===== config.mk =====
export PLATFORM = sky130hd
export DESIGN_NAME = lf_read_top
export DESIGN_NICKNAME = d
export VERILOG_FILES = /design/src/source/lf_cmd_pkg.sv /design/src/source/lf_timing_pkg.sv /design/src/source/lf_phase_if.sv /design/src/source/adc_serializer.sv /design/src/source/carrier_phase_gen.sv /design/src/source/coil_drive_mixer.sv /design/src/source/lf_read_top.sv /design/src/source/ssp_cmd_deserializer.sv
export SDC_FILE = /design/constraint.sdc
export NUM_CORES = 1
export LEC_CHECK = 0
export ABC_CLOCK_PERIOD_IN_PS = 3700
export BUFFER_PORTS_ARGS = -buffer_cell sky130_fd_sc_hd__buf_2
export CAP_MARGIN = 20
export CORE_MARGIN = 2
export CORE_UTILIZATION = 30
export CTS_CLUSTER_SIZE = 30
export DETAILED_ROUTE_END_ITERATION = 7
export GPL_ROUTABILITY_DRIVEN = 0
export MAX_ROUTING_LAYER = met4
export PLACE_DENSITY_LB_ADDON = 0.05
export SYNTH_ARGS = -nofsm -noshare
export SYNTH_HDL_FRONTEND = slang
export SYNTH_SLANG_ARGS = --single-unit

===== constraint.sdc =====
create_clock -name clk_lo -period 3.7 [get_ports clk_lo]
set_clock_uncertainty 0.15 [all_clocks]
set_input_delay 0.185 -clock clk_lo [delete_from_list [all_inputs] [get_ports clk_lo]]
set_output_delay 0.185 -clock clk_lo [all_outputs]
set_load 0.02 [all_outputs]

===== src/source/lf_cmd_pkg.sv =====
// Command word layout for the serial return line, imported by the deserializer and the coil mixer
`default_nettype none

package lf_cmd_pkg;

    // one command word arrives per carrier period
    localparam int unsigned cmd_bits = 8;

    // width of the reserved field at the top of the word
    localparam int unsigned reserved_bits = 2;

    // the raw word as it comes off the shift register
    typedef logic [cmd_bits-1:0] cmd_word_t;

    // field view of the same word, most significant field first
    typedef struct packed {
        // must be zero, anything else marks the word as not for us
        logic [reserved_bits-1:0] reserved;
        // gates the carrier onto the high power driver
        logic                     hi_power_en;
        // gates the carrier onto the low power driver
        logic                     carrier_en;
        // bit 0 drives pwr_oe1, bit 3 drives pwr_oe4
        logic [3:0]               oe_en;
    } lf_cmd_t;

    // a word is only accepted when its reserved field is clear
    function automatic logic cmd_is_legal(input lf_cmd_t c);
        return c.reserved == '0;
    endfunction

endpackage

`default_nettype wire


===== src/source/lf_timing_pkg.sv =====
// Carrier phase and A/D sample definitions, imported by every block that follows the carrier
`default_nettype none

package lf_timing_pkg;

    // ------------------------------
    // carrier phase
    // ------------------------------

    // three phase bits give eight clk_lo cycles per carrier period
    localparam int unsigned phase_bits = 3;

    // the phase counter itself, the top bit doubles as the carrier
    typedef logic [phase_bits-1:0] phase_t;

    // the A/D sample is captured on the edge where the phase reads zero
    localparam phase_t phase_load = phase_t'(0);

    // the serial frame pulse is high while the phase reads one
    localparam phase_t phase_frame = phase_t'(1);

    // ------------------------------
    // A/D sample
    // ------------------------------

    // the A/D converter delivers eight bits per conversion
    localparam int unsigned sample_bits = 8;

    typedef logic [sample_bits-1:0] sample_t;

endpackage

`default_nettype wire


===== src/source/lf_phase_if.sv =====
// Carrier phase bundle, driven by the phase generator and read by the serializer, deserializer and mixer
`default_nettype none
`timescale 1ns/10ps

interface lf_phase_if;
    import lf_timing_pkg::*;

    // current carrier phase, counts 0 to 7 and wraps
    phase_t phase;
    // the top phase bit, high for phases 4 to 7
    logic   carrier;
    // high while phase equals phase_load
    logic   load_strobe;
    // high while phase equals phase_frame
    logic   frame_strobe;

    // the phase generator owns every signal
    modport producer (output phase, carrier, load_strobe, frame_strobe);

    // everything else only listens
    modport consumer (input phase, carrier, load_strobe, frame_strobe);

endinterface

`default_nettype wire


===== src/source/adc_serializer.sv =====
// Captures one A/D sample per carrier period and shifts it out on the serial port with a frame pulse
`default_nettype none
`timescale 1ns/10ps

module adc_serializer (
    input  logic                   clk_lo,
    input  logic                   rst_n,
    lf_phase_if.consumer           ph,
    input  lf_timing_pkg::sample_t adc_d,
    output logic                   ssp_din,
    output logic                   ssp_frame
);
    import lf_timing_pkg::*;

    sample_t shift_q;

    // ------------------------------
    // sample shift register
    // ------------------------------

    // the A/D converts on the falling adc_clk edge, so by phase 0 the value is settled
    // and gets captured here, then walks out msb first over the next eight edges
    always_ff @(posedge clk_lo)
    begin
        if (ph.load_strobe)
            shift_q <= adc_d;
        else
            shift_q <= {shift_q[sample_bits-2:0], 1'b0};
    end

    // bit 7 appears during phase 1 and bit 0 during phase 0 of the next period
    assign ssp_din = shift_q[sample_bits-1];

    // ------------------------------
    // frame pulse
    // ------------------------------

    // the load cycle is one ahead of the frame cycle, so registering it
    // puts the pulse exactly on phase 1, lined up with bit 7 on ssp_din
    always_ff @(posedge clk_lo)
    begin
        if (!rst_n)
            ssp_frame <= 1'b0;
        else
            ssp_frame <= ph.load_strobe;
    end

    // one frame per carrier period, seven quiet cycles between pulses
    a_frame_period: assert property (
        @(posedge clk_lo) disable iff (!rst_n)
        ssp_frame |=> !ssp_frame [*7] ##1 ssp_frame
    ) else $error("ssp_frame is not high exactly one cycle in eight");

endmodule

`default_nettype wire


===== src/source/carrier_phase_gen.sv =====
// Divides clk_lo by eight and decodes the carrier and the per-period strobes for the read path
`default_nettype none
`timescale 1ns/10ps

module carrier_phase_gen (
    input  logic                clk_lo,
    input  logic                rst_n,
    lf_phase_if.producer        ph
);
    import lf_timing_pkg::*;

    phase_t phase_q;

    // ------------------------------
    // phase counter
    // ------------------------------

    // free running, the natural wrap from 7 to 0 gives the divide by eight
    always_ff @(posedge clk_lo)
    begin
        if (!rst_n)
            phase_q <= phase_load;
        else
            phase_q <= phase_q + 1'b1;
    end

    // decodes are straight off the counter so every consumer sees the same phase
    assign ph.phase        = phase_q;
    assign ph.carrier      = phase_q[phase_bits-1];
    assign ph.load_strobe  = (phase_q == phase_load);
    assign ph.frame_strobe = (phase_q == phase_frame);

    // the load cycle is always followed by the frame cycle and the two never overlap
    a_strobe_order: assert property (
        @(posedge clk_lo) disable iff (!rst_n)
        ph.load_strobe |-> !ph.frame_strobe ##1 (ph.frame_strobe && !ph.load_strobe)
    ) else $error("load and frame strobes overlap or are out of order");

endmodule

`default_nettype wire


===== src/source/coil_drive_mixer.sv =====
// Holds the accepted command and gates the carrier onto the coil drivers and output enables
`default_nettype none
`timescale 1ns/10ps

module coil_drive_mixer (
    input  logic                 clk_lo,
    input  logic                 rst_n,
    lf_phase_if.consumer         ph,
    input  logic                 cmd_valid,
    input  lf_cmd_pkg::lf_cmd_t  cmd,
    output logic                 pwr_lo,
    output logic                 pwr_hi,
    output logic [3:0]           pwr_oe,
    output logic                 adc_clk
);
    import lf_cmd_pkg::*;

    lf_cmd_t active_q;

    // ------------------------------
    // active command
    // ------------------------------

    // every accepted word replaces the previous one outright
    always_ff @(posedge clk_lo)
    begin
        if (!rst_n)
            active_q <= '0;
        else if (cmd_valid)
            active_q <= cmd;
    end

    // ------------------------------
    // coil outputs
    // ------------------------------

    // registered so the pins toggle cleanly on the clock edge,
    // which puts them one cycle behind the carrier
    always_ff @(posedge clk_lo)
    begin
        if (!rst_n)
        begin
            pwr_lo <= 1'b0;
            pwr_hi <= 1'b0;
            pwr_oe <= 4'b0000;
        end
        else
        begin
            pwr_lo <= ph.carrier & active_q.carrier_en;
            pwr_hi <= ph.carrier & active_q.hi_power_en;
            pwr_oe <= active_q.oe_en;
        end
    end

    // the A/D converts on the falling edge of adc_clk, which is the carrier rising,
    // leaving half a period to settle before the phase 0 capture
    assign adc_clk = ~ph.carrier;

    // both drivers only switch on together when the command in force asked for both
    a_driver_overlap: assert property (
        @(posedge clk_lo) disable iff (!rst_n)
        (pwr_hi && pwr_lo) |-> $past(active_q.hi_power_en && active_q.carrier_en)
    ) else $error("pwr_hi and pwr_lo high together without both enables");

endmodule

`default_nettype wire


===== src/source/lf_read_top.sv =====
// Top level of the low-frequency read path, wires the board pins to the phase, sample and coil blocks
`default_nettype none
`timescale 1ns/10ps

module lf_read_top (
    input  logic       clk_lo,
    input  logic       rst_n,
    input  logic [7:0] adc_d,
    input  logic       ssp_dout,
    output logic       adc_clk,
    output logic       ssp_clk,
    output logic       ssp_frame,
    output logic       ssp_din,
    output logic       pwr_lo,
    output logic       pwr_hi,
    output logic       pwr_oe1,
    output logic       pwr_oe2,
    output logic       pwr_oe3,
    output logic       pwr_oe4
);
    import lf_cmd_pkg::*;

    // command handoff from the deserializer to the mixer
    logic       cmd_valid;
    lf_cmd_t    cmd_word;
    logic [3:0] pwr_oe;

    // shared carrier phase bundle
    lf_phase_if ph_bus ();

    // ------------------------------
    // blocks
    // ------------------------------

    carrier_phase_gen u_phase (
        .clk_lo    (clk_lo),
        .rst_n     (rst_n),
        .ph        (ph_bus)
    );

    adc_serializer u_adc_ser (
        .clk_lo    (clk_lo),
        .rst_n     (rst_n),
        .ph        (ph_bus),
        .adc_d     (adc_d),
        .ssp_din   (ssp_din),
        .ssp_frame (ssp_frame)
    );

    ssp_cmd_deserializer u_cmd_des (
        .clk_lo    (clk_lo),
        .rst_n     (rst_n),
        .ph        (ph_bus),
        .ssp_dout  (ssp_dout),
        .cmd_valid (cmd_valid),
        .cmd       (cmd_word)
    );

    coil_drive_mixer u_coil (
        .clk_lo    (clk_lo),
        .rst_n     (rst_n),
        .ph        (ph_bus),
        .cmd_valid (cmd_valid),
        .cmd       (cmd_word),
        .pwr_lo    (pwr_lo),
        .pwr_hi    (pwr_hi),
        .pwr_oe    (pwr_oe),
        .adc_clk   (adc_clk)
    );

    // the serial port runs on the carrier-rate clock directly
    assign ssp_clk = clk_lo;

    // enable bit 0 goes to pwr_oe1
    assign pwr_oe1 = pwr_oe[0];
    assign pwr_oe2 = pwr_oe[1];
    assign pwr_oe3 = pwr_oe[2];
    assign pwr_oe4 = pwr_oe[3];

endmodule

`default_nettype wire


===== src/source/ssp_cmd_deserializer.sv =====
// Collects the serial return line into command words and emits each legal word once per frame
`default_nettype none
`timescale 1ns/10ps

module ssp_cmd_deserializer (
    input  logic                 clk_lo,
    input  logic                 rst_n,
    lf_phase_if.consumer         ph,
    input  logic                 ssp_dout,
    output logic                 cmd_valid,
    output lf_cmd_pkg::lf_cmd_t  cmd
);
    import lf_cmd_pkg::*;

    cmd_word_t shift_q;
    cmd_word_t word_now;
    lf_cmd_t   word_cmd;
    logic      word_ok;

    // ------------------------------
    // input shift register
    // ------------------------------

    // ssp_dout is taken on every edge, first bit in ends up as the msb
    always_ff @(posedge clk_lo)
    begin
        shift_q <= word_now;
    end

    // the word includes the bit being sampled on the frame edge itself,
    // so the eight bits are those from phases 2 to 7, then 0, then 1
    assign word_now = {shift_q[cmd_bits-2:0], ssp_dout};
    assign word_cmd = lf_cmd_t'(word_now);
    assign word_ok  = cmd_is_legal(word_cmd);

    // ------------------------------
    // word check and output
    // ------------------------------

    // one strobe per frame at most, and only for words with a clear reserved field
    always_ff @(posedge clk_lo)
    begin
        if (!rst_n)
            cmd_valid <= 1'b0;
        else
            cmd_valid <= ph.frame_strobe && word_ok;
    end

    // the word is only meaningful while cmd_valid is high
    // rejected words leave the last good one in place
    always_ff @(posedge clk_lo)
    begin
        if (ph.frame_strobe && word_ok)
            cmd <= word_cmd;
    end

    // no back-pressure exists, a strobe longer than one cycle would double apply a word
    a_valid_single: assert property (
        @(posedge clk_lo) disable iff (!rst_n)
        cmd_valid |=> !cmd_valid
    ) else $error("cmd_valid held for more than one cycle");

endmodule

`default_nettype wire


==> results of run 1 <==
[where the power goes]
group          switching (mW)  leakage [nW]  total [mW]  internal [mW]
combinational          0.0260         0.280      0.0697         0.0438
sequential             0.0101         0.319       0.456          0.446
clock                   0.172        0.0737       0.399          0.227
[worst paths after layout]
kind | start | end | slack, ns | cells after the start
worst max-delay path | clk_lo | ssp_clk | 1.14 | 3
worst min-delay path | rst_n | u_coil.active_q[2] | 0.01 | 2
worst max register to register | u_phase.ph.phase[0] | u_cmd_des.cmd[4] | 2.05 | 2
worst min register to register | u_cmd_des.shift_q[1] | u_cmd_des.shift_q[2] | 0.20 | 0
[layer usage]
| metal | global-route usage (%) | up-vias | wire length, um |
|---|---|---|---|
| met4 | 12.2 | 0 | 96 |
| li1 | - | 332 | - |
| met5 | - | - | 0 |
| met2 | 14.0 | 22 | 797 |
| met3 | 6.17 | 10 | 120 |
| met1 | 10.8 | 292 | 782 |
[cell families (layout without fill, tap and decap cells)]
group | after synthesis | count (layout) | synth area share, %
XOR/XNOR | 1 | 1 | 0.723
buffers and inverters | 7 | 43 | 3.20
multiplexers | 13 | 13 | 13.6
AND/OR/NAND/NOR | 20 | 20 | 11.7
flip-flops | 38 | 38 | 67.7
adder cells (fa/ha/maj) | 3 | 3 | 3.10
[Yosys cell counts (all sizes together)]
cell and instances:
dfxtp 32, and2 9, nor2b 8, mux2 7, edfxtp 6, mux2i 6
buf 3, ha 3, inv 3, and3 2, clkbuf 1, nor4b 1
xor2 1
[registers in the layout, summed over array words and instances (netlist names), 3 cells and up]
signal,flops
u_adc_ser.shift_q,8
u_cmd_des.shift_q,7
u_cmd_des.cmd,6
u_coil.active_q,6
u_coil.pwr_oe,4
u_phase.ph.phase,3
[stage by stage]
stage | power [mW] | instance area (um^2)
after floorplan | 0.547 | 1210
after global placement | 0.553 | 1350
after detailed placement | 0.555 | 1350
after CTS | 0.946 | 1570
after global routing | 0.980 | 1570
final | 0.925 | 1570
[area by class of cell]
| class | count | area (um^2) |
|---|---|---|
| clock inverters | 1 | 5.00 |
| inverters | 3 | 11.3 |
| clock buffers | 11 | 133 |
| flip-flops and latches | 38 | 821 |
| repair buffers | 28 | 185 |
| well taps | 50 | 62.6 |
| fillers | 370 | 2370 |
| multi-input cells | 37 | 353 |
[critical path, stage by stage]
cell and delay (ns):
clkbuf_8 0.11, clkbuf_8 0.12, buf_2 0.15
[repair_timing]
item | in CTS | in global routing
hold buffers | 9 | 0
endpoints found under the hold margin | 10 | 0
buffers inserted | 0 | 0
==> results.sh, run 1 <==
export IMPL_die_h_um=67.6
export IMPL_worstSetupPathType="clk -> out"
export IMPL_track_usage_pct=10.9
export IMPL_antenna_found_initial=0
export IMPL_ys_seq_area_share_pct=67.7
export IMPL_wl_per_cell_um=10.7
export IMPL_rows=23
export IMPL_viasPerCell=3.90
export IMPL_grt_max_degree=18
export IMPL_synth_cell_types=17
export IMPL_hpwlAfterDp_um=1100
export IMPL_yosys_register_bits=38
export IMPL_drc=0
export IMPL_start_util_pct=30.8
export IMPL_fin_nets=131
export IMPL_die_x_um=67.6
export IMPL_mostFrequentLayoutCells="dfxtp_1 (32), buf_2 (20), clkbuf_8 (9), dlygate4sd3_1 (9)"
export IMPL_grt_pass1_wl_um=3050
export IMPL_io_buffer_count=20
export IMPL_drv_slew=0
export IMPL_vias=656
export IMPL_mostFrequentLayoutCell="dfxtp_1"
export IMPL_syn_inst=82
export IMPL_synth_top_cell_area_share_pct=52.8
export IMPL_setup_violations=0
export IMPL_insertion_delay_ns=0.40
export IMPL_path_clk_slew_ns=0.07
export IMPL_diodes=0
export IMPL_rsz0062_at_grt="no"
export IMPL_drtPass1Iterations=4
export IMPL_overflow=0
export IMPL_first_global_vias=694
export IMPL_arrival_ns=2.22
export IMPL_cp_end_kind="output port"
export IMPL_cellPowerDensity_nw_per_um2=589
export IMPL_worst_pin_slew_ns=0.729
export IMPL_cp_start_kind="clock port"
export IMPL_fin_hold_ws_ns=0.00962
export IMPL_drive_above_1_share_pct=36.4
export IMPL_cp_required_ns=3.37
export IMPL_synth_area_leader_cell="dfxtp_1"
export IMPL_pre_cts_ws_ns=1.38
export IMPL_drt_initial_drc_count=18
export IMPL_hold_viol=0
export IMPL_cts_tree="done"
export IMPL_syn2layout_area_growth_pct=29.5
export IMPL_synth_nets=96
export IMPL_dp_cells=148
export IMPL_fin_cells=168
export IMPL_yosys_warnings=0
export IMPL_ir_drop_mv=0.325
export IMPL_slew_headroom_pct=51.3
export IMPL_hold_class="in -> reg"
export IMPL_fin_util_pct=39.8
export IMPL_setup_slack_ns=1.14
export IMPL_ant_nets=0
export IMPL_p_leak_nw=0.672
export IMPL_syn_area_per_cell_um2=14.8
export IMPL_run_status="completed"
export IMPL_cp_max_fo=2
export IMPL_die_area_um2=4570
export IMPL_netlist_top_cells_area="dfxtp_1 (53%), edfxtp_1 (15%), mux2_4 (8.7%)"
export IMPL_drt_total_wl_um=1800
export IMPL_post_cts_resize_count=0
export IMPL_synth_area_um2=1210
export IMPL_ios=21
export IMPL_coreArea_um2=3940
export IMPL_cap_violations=0
export IMPL_fin_setup_tns_ns=0
Power figures use the tool's default switching activity.
==> run 2, diff against run 1 <==
Settings changed: ABC_AREA from default to 1, ABC_CLOCK_PERIOD_IN_PS 3700 to 2100.
Clock period 3.7 ns to 2.1 ns, I/O delays scaled along.
==> results.sh, run 2 <==
export IMPL_ios=21
export IMPL_run_status="completed"
export IMPL_die_area_um2=4410
export IMPL_cp_required_ns=1.85
export IMPL_hp_start="u_cmd_des.shift_q[5]"
export IMPL_synth_compound_area_share_pct=2.57
export IMPL_cp_endpoint="ssp_clk"
export IMPL_cap_violations=0
export IMPL_drv_slew=0
export IMPL_slew_headroom_pct=81.2
export IMPL_syn_inst=118
export IMPL_insertion_delay_ns=0.39
export IMPL_hpwlAfterDp_um=1250
export IMPL_synth_area_um2=1170
export IMPL_r2r_setup_slack_ns=0.75
export IMPL_drtPass1Iterations=4
export IMPL_wl_per_cell_um=8.86
export IMPL_crit_path_frequent_cell="clkbuf_8"
export IMPL_drc=0
export IMPL_yosys_warnings=0
export IMPL_track_usage_pct=10.6
export IMPL_overflow=0
export IMPL_netlist_top_cells_area="dfxtp_1 (55%), edfxtp_1 (15%), nand2_1 (9.9%)"
export IMPL_crit_slowest_cell="buf_2"
export IMPL_syn2layout_area_growth_pct=36.5
export IMPL_yosys_area_share_simple_pct=18.5
export IMPL_yosys_top_cells_count="dfxtp_1 (32), nand2_1 (31), nor2_1 (22)"
export IMPL_dp_cells=184
export IMPL_setup_violations=0
export IMPL_die_x_um=66.4
export IMPL_fin_util_pct=43.0
export IMPL_r2r_end="u_cmd_des.cmd[4]"
export IMPL_arrival_ns=1.42
export IMPL_fin_nets=170
export IMPL_path_clk_slew_ns=0.07
export IMPL_worstSetupPathType="clk -> out"
export IMPL_drive_above_1_share_pct=21.7
export IMPL_synth_edff_count=6
export IMPL_yosys_register_bits=38
export IMPL_die_h_um=66.4
export IMPL_grt_max_degree=14
export IMPL_muxShareOfSynthArea_pct=0
export IMPL_p_total_mw=1.83
export IMPL_ant_nets=0
export IMPL_synth_area_leader_cell="dfxtp_1"
export IMPL_hold_viol=0
export IMPL_synth_cell_types=12
export IMPL_cp_start_kind="clock port"
export IMPL_cellPowerDensity_nw_per_um2=1150
export IMPL_vias=802
export IMPL_cp_end_kind="output port"
export IMPL_synth_main_ff_cell="dfxtp_1"
export IMPL_cp_max_fo=2
export IMPL_start_util_pct=31.5
export IMPL_grt_pass1_wl_um=2990
export IMPL_ir_drop_mv=0.912
export IMPL_synth_top_cell_area_share_pct=54.8
export IMPL_viasPerCell=3.91
export IMPL_rows=22
export IMPL_top_register="u_adc_ser.shift_q"
export IMPL_largest_registers="u_adc_ser.shift_q x8, u_cmd_des.shift_q x7"
export IMPL_path_cells="clkbuf_8, clkbuf_8, buf_2"
export IMPL_largest_register_ffs=8
export IMPL_ys_seq_area_share_pct=70.2
export IMPL_fin_setup_tns_ns=0
export IMPL_cts_tree="done"
export IMPL_synth_most_common_cell="dfxtp_1"
export IMPL_worst_r2r_cell_count=5
export IMPL_io_buffer_count=20
export IMPL_antenna_found_initial=0
export IMPL_drt_initial_drc_count=52
export IMPL_rr_startpoint="u_phase.ph.phase[0]"
export IMPL_hold_class="reg -> reg"
export IMPL_mostFrequentLayoutCell="dfxtp_1"
export IMPL_synth_xor_area_share_pct=0
export IMPL_fin_cells=205
export IMPL_synth_nets=132
export IMPL_worst_pin_slew_ns=0.282
export IMPL_synth_top_family_by_area="simple AND/OR/NAND/NOR gates"
export IMPL_synth_fa_ha_area_share_pct=3.21
export IMPL_drt_total_wl_um=1820
export IMPL_post_cts_resize_count=0
export IMPL_rsz0062_at_grt="no"
export IMPL_max_stage_delay_ns=0.15
export IMPL_syn_area_per_cell_um2=9.91
export IMPL_p_leak_nw=0.785
export IMPL_diodes=0
export IMPL_mostFrequentLayoutCells="dfxtp_1 (32), nand2_1 (31), nor2_1 (22), buf_2 (20), inv_1 (13)"
export IMPL_async_flop_share_pct=0
export IMPL_startpoint="clk_lo"
export IMPL_first_global_vias=712
export IMPL_coreArea_um2=3720
run 2: critical path: cells and delay by family:
| family | cells | cell delay (ns) |
|---|---|---|
| buf+inv | 3 | 0.38 |
run 2: power breakdown:
part	internal, mW	leakage, nW	total [mW]	switching, mW
clock network	0.610	0.0938	0.915	0.305
registers	0.788	0.319	0.805	0.0173
logic	0.0482	0.372	0.110	0.0622
total	1.45	0.785	1.83	0.384
run 2: cell type report:
class / instances / area, um^2
Clock buffer: 9 / 115
Timing Repair Buffer: 29 / 195
Fill cell: 375 / 2120
Clock inverter: 3 / 68.8
Inverter: 14 / 52.6
Tap cell: 48 / 60.1
Multi-Input combinational cell: 64 / 284
Sequential cell: 38 / 821
run 2: repair_timing:
action,4_1_cts,5_1_grt
buffers inserted,0,0
endpoints found under the hold margin,27,0
hold buffers,10,0
run 2: kinds of logic after synthesis:
kind of cell	Yosys count
compound gates	6
fa+ha+maj	3
buf+inv	16
flops	38
simple gates	55
run 2: stage by stage:
stage	setup WS [ns]	hold WS [ns]	instance area [um^2]
after CTS	0.417	0.204	1600
after floorplan	0.661	-0.0173	1170
final	0.424	0.204	1600
after global routing	0.410	0.217	1600
after detailed placement	0.660	0.0809	1320
after global placement	0.660	0.0782	1320
run 2: routing by layer:
layer	wire length (um)	part of all wire [%]	vias to the layer above	global-route usage (%)
met5	0	0	-	-
met4	68	3.7	0	11.5
met3	109	6.0	7	7.33
met2	777	43	18	12.8
met1	863	47	347	10.5
li1	-	-	430	-
run 2: how the worst min path moves through the flow:
stage / cells past startpoint / end / slack (ns)
finish: 0 / u_cmd_des.shift_q[6] / 0.20
global route: 0 / u_cmd_des.shift_q[6] / 0.22
CTS: 2 / u_cmd_des.shift_q[0] / 0.20
detailed placement: 1 / u_cmd_des.shift_q[0] / 0.08
global placement: 1 / u_cmd_des.shift_q[0] / 0.08
floorplan: 0 / u_cmd_des.shift_q[0] / -0.02
==> run 3, diff against run 2 <==
Settings changed: ABC_AREA 1 to 0, ABC_CLOCK_PERIOD_IN_PS 2100 to 1600.
Clock period 2.1 ns to 1.6 ns, I/O delays scaled along.
==> results.sh, run 3 (synthesis results as in run 1) <==
export IMPL_fin_setup_tns_ns=0
export IMPL_stdcell_area_um2=1590
export IMPL_setup_slack_ns=0.124
export IMPL_fin_hold_ws_ns=0.195
export IMPL_cp_required_ns=1.73
export IMPL_die_area_um2=4570
export IMPL_postPlaceCellArea_um2=1360
export IMPL_dp_cells=149
export IMPL_slew_headroom_pct=74.2
export IMPL_fin_nets=133
export IMPL_postCtsSetupRepairBufs=0
export IMPL_cp_max_fo=9
export IMPL_track_usage_pct=10.5
export IMPL_hold_class="in -> reg"
export IMPL_p_total_mw=2.14
export IMPL_mostFrequentLayoutCell="dfxtp_1"
export IMPL_drive_above_1_share_pct=36.7
export IMPL_setup_violations=0
export IMPL_die_x_um=67.6
export IMPL_wl_per_cell_um=10.7
export IMPL_mostFrequentLayoutCells="dfxtp_1 (32), buf_2 (20), dlygate4sd3_1 (10), clkbuf_8 (9)"
export IMPL_hpwlAfterDp_um=1060
export IMPL_vias=665
export IMPL_period_share_pct=92.2
export IMPL_drv_slew=0
export IMPL_grt_pass1_wl_um=3040
export IMPL_path_clk_slew_ns=0.07
export IMPL_largest_register_ffs=8
export IMPL_grt_max_degree=18
export IMPL_run_status="completed"
export IMPL_overflow=0
export IMPL_arrival_ns=1.60
export IMPL_fmax_mhz=678
export IMPL_ant_nets=0
export IMPL_fin_cells=170
export IMPL_fin_util_pct=40.4
export IMPL_worst_pin_slew_ns=0.386
export IMPL_period_needed_ns=1.48
export IMPL_antenna_found_initial=0
export IMPL_start_util_pct=30.8
export IMPL_p_leak_nw=0.687
export IMPL_largest_registers="u_adc_ser.shift_q x8, u_cmd_des.shift_q x7"
export IMPL_viasPerCell=3.91
export IMPL_insertion_delay_ns=0.39
export IMPL_syn2layout_area_growth_pct=31.4
export IMPL_fillers=383
export IMPL_drt_total_wl_um=1830
export IMPL_io_buffer_count=20
export IMPL_cap_violations=0
export IMPL_cp_end_kind="flop"
export IMPL_ir_drop_mv=0.609
export IMPL_cp_start_kind="flop"
export IMPL_coreArea_um2=3940
export IMPL_drt_initial_drc_count=30
export IMPL_drtPass1Iterations=4
export IMPL_ios=21
export IMPL_hold_viol=0
export IMPL_rows=23
export IMPL_die_h_um=67.6
export IMPL_rsz0062_at_grt="no"
export IMPL_drc=0
export IMPL_cts_tree="done"
export IMPL_pre_cts_ws_ns=-0.0620
export IMPL_worstSetupPathType="reg -> reg"
export IMPL_top_register="u_adc_ser.shift_q"
export IMPL_cellPowerDensity_nw_per_um2=1340
export IMPL_first_global_vias=655
export IMPL_diodes=0
-- run 3: path summary, 6_finish.rpt --
kind | start | end | slack, ns | cells after the start
setup reg to reg | u_phase.ph.phase[0] | u_adc_ser.shift_q[5] | 0.12 | 4
hold / removal | ssp_dout | u_cmd_des.shift_q[0] | 0.20 | 2
hold reg to reg | u_cmd_des.shift_q[3] | u_cmd_des.shift_q[4] | 0.20 | 0
setup / recovery | u_phase.ph.phase[0] | u_adc_ser.shift_q[5] | 0.12 | 4
-- run 3: critical path, cell delays in order, from the launching register on --
cell and delay, ns:
dfxtp_1 0.35, inv_1 0.07, ha_1 0.14, nor2b_4 0.33, mux2_4 0.33
-- run 3: routing by layer --
metal	vias up	GRT usage, %	share of wire, %
met1	300	11.6	46
met2	23	13.0	44
li1	336	-	-
met4	0	8.67	3.3
met3	6	6.67	7.3
met5	-	-	0
-- run 3: report_power, final --
group / switching, mW / internal, mW
combinational: 0.0604 / 0.106
clock: 0.389 / 0.524
sequential: 0.0251 / 1.03
-- run 3: area by class of cell --
type	count	area [um^2]	share of cell area, %
inverter	3	11.3	0.707
tap	50	62.6	3.93
clock buffer	11	133	8.33
sequential	38	821	51.5
multi-input combinational	37	358	22.5
timing repair buffer	30	203	12.7
clock inverter	1	5.00	0.314
-- run 3: what timing repair did --
item                       CTS  global route
gates resized for setup      1             0
hold endpoints to repair    26             0
hold buffers                10             0
setup endpoints to repair    7             0
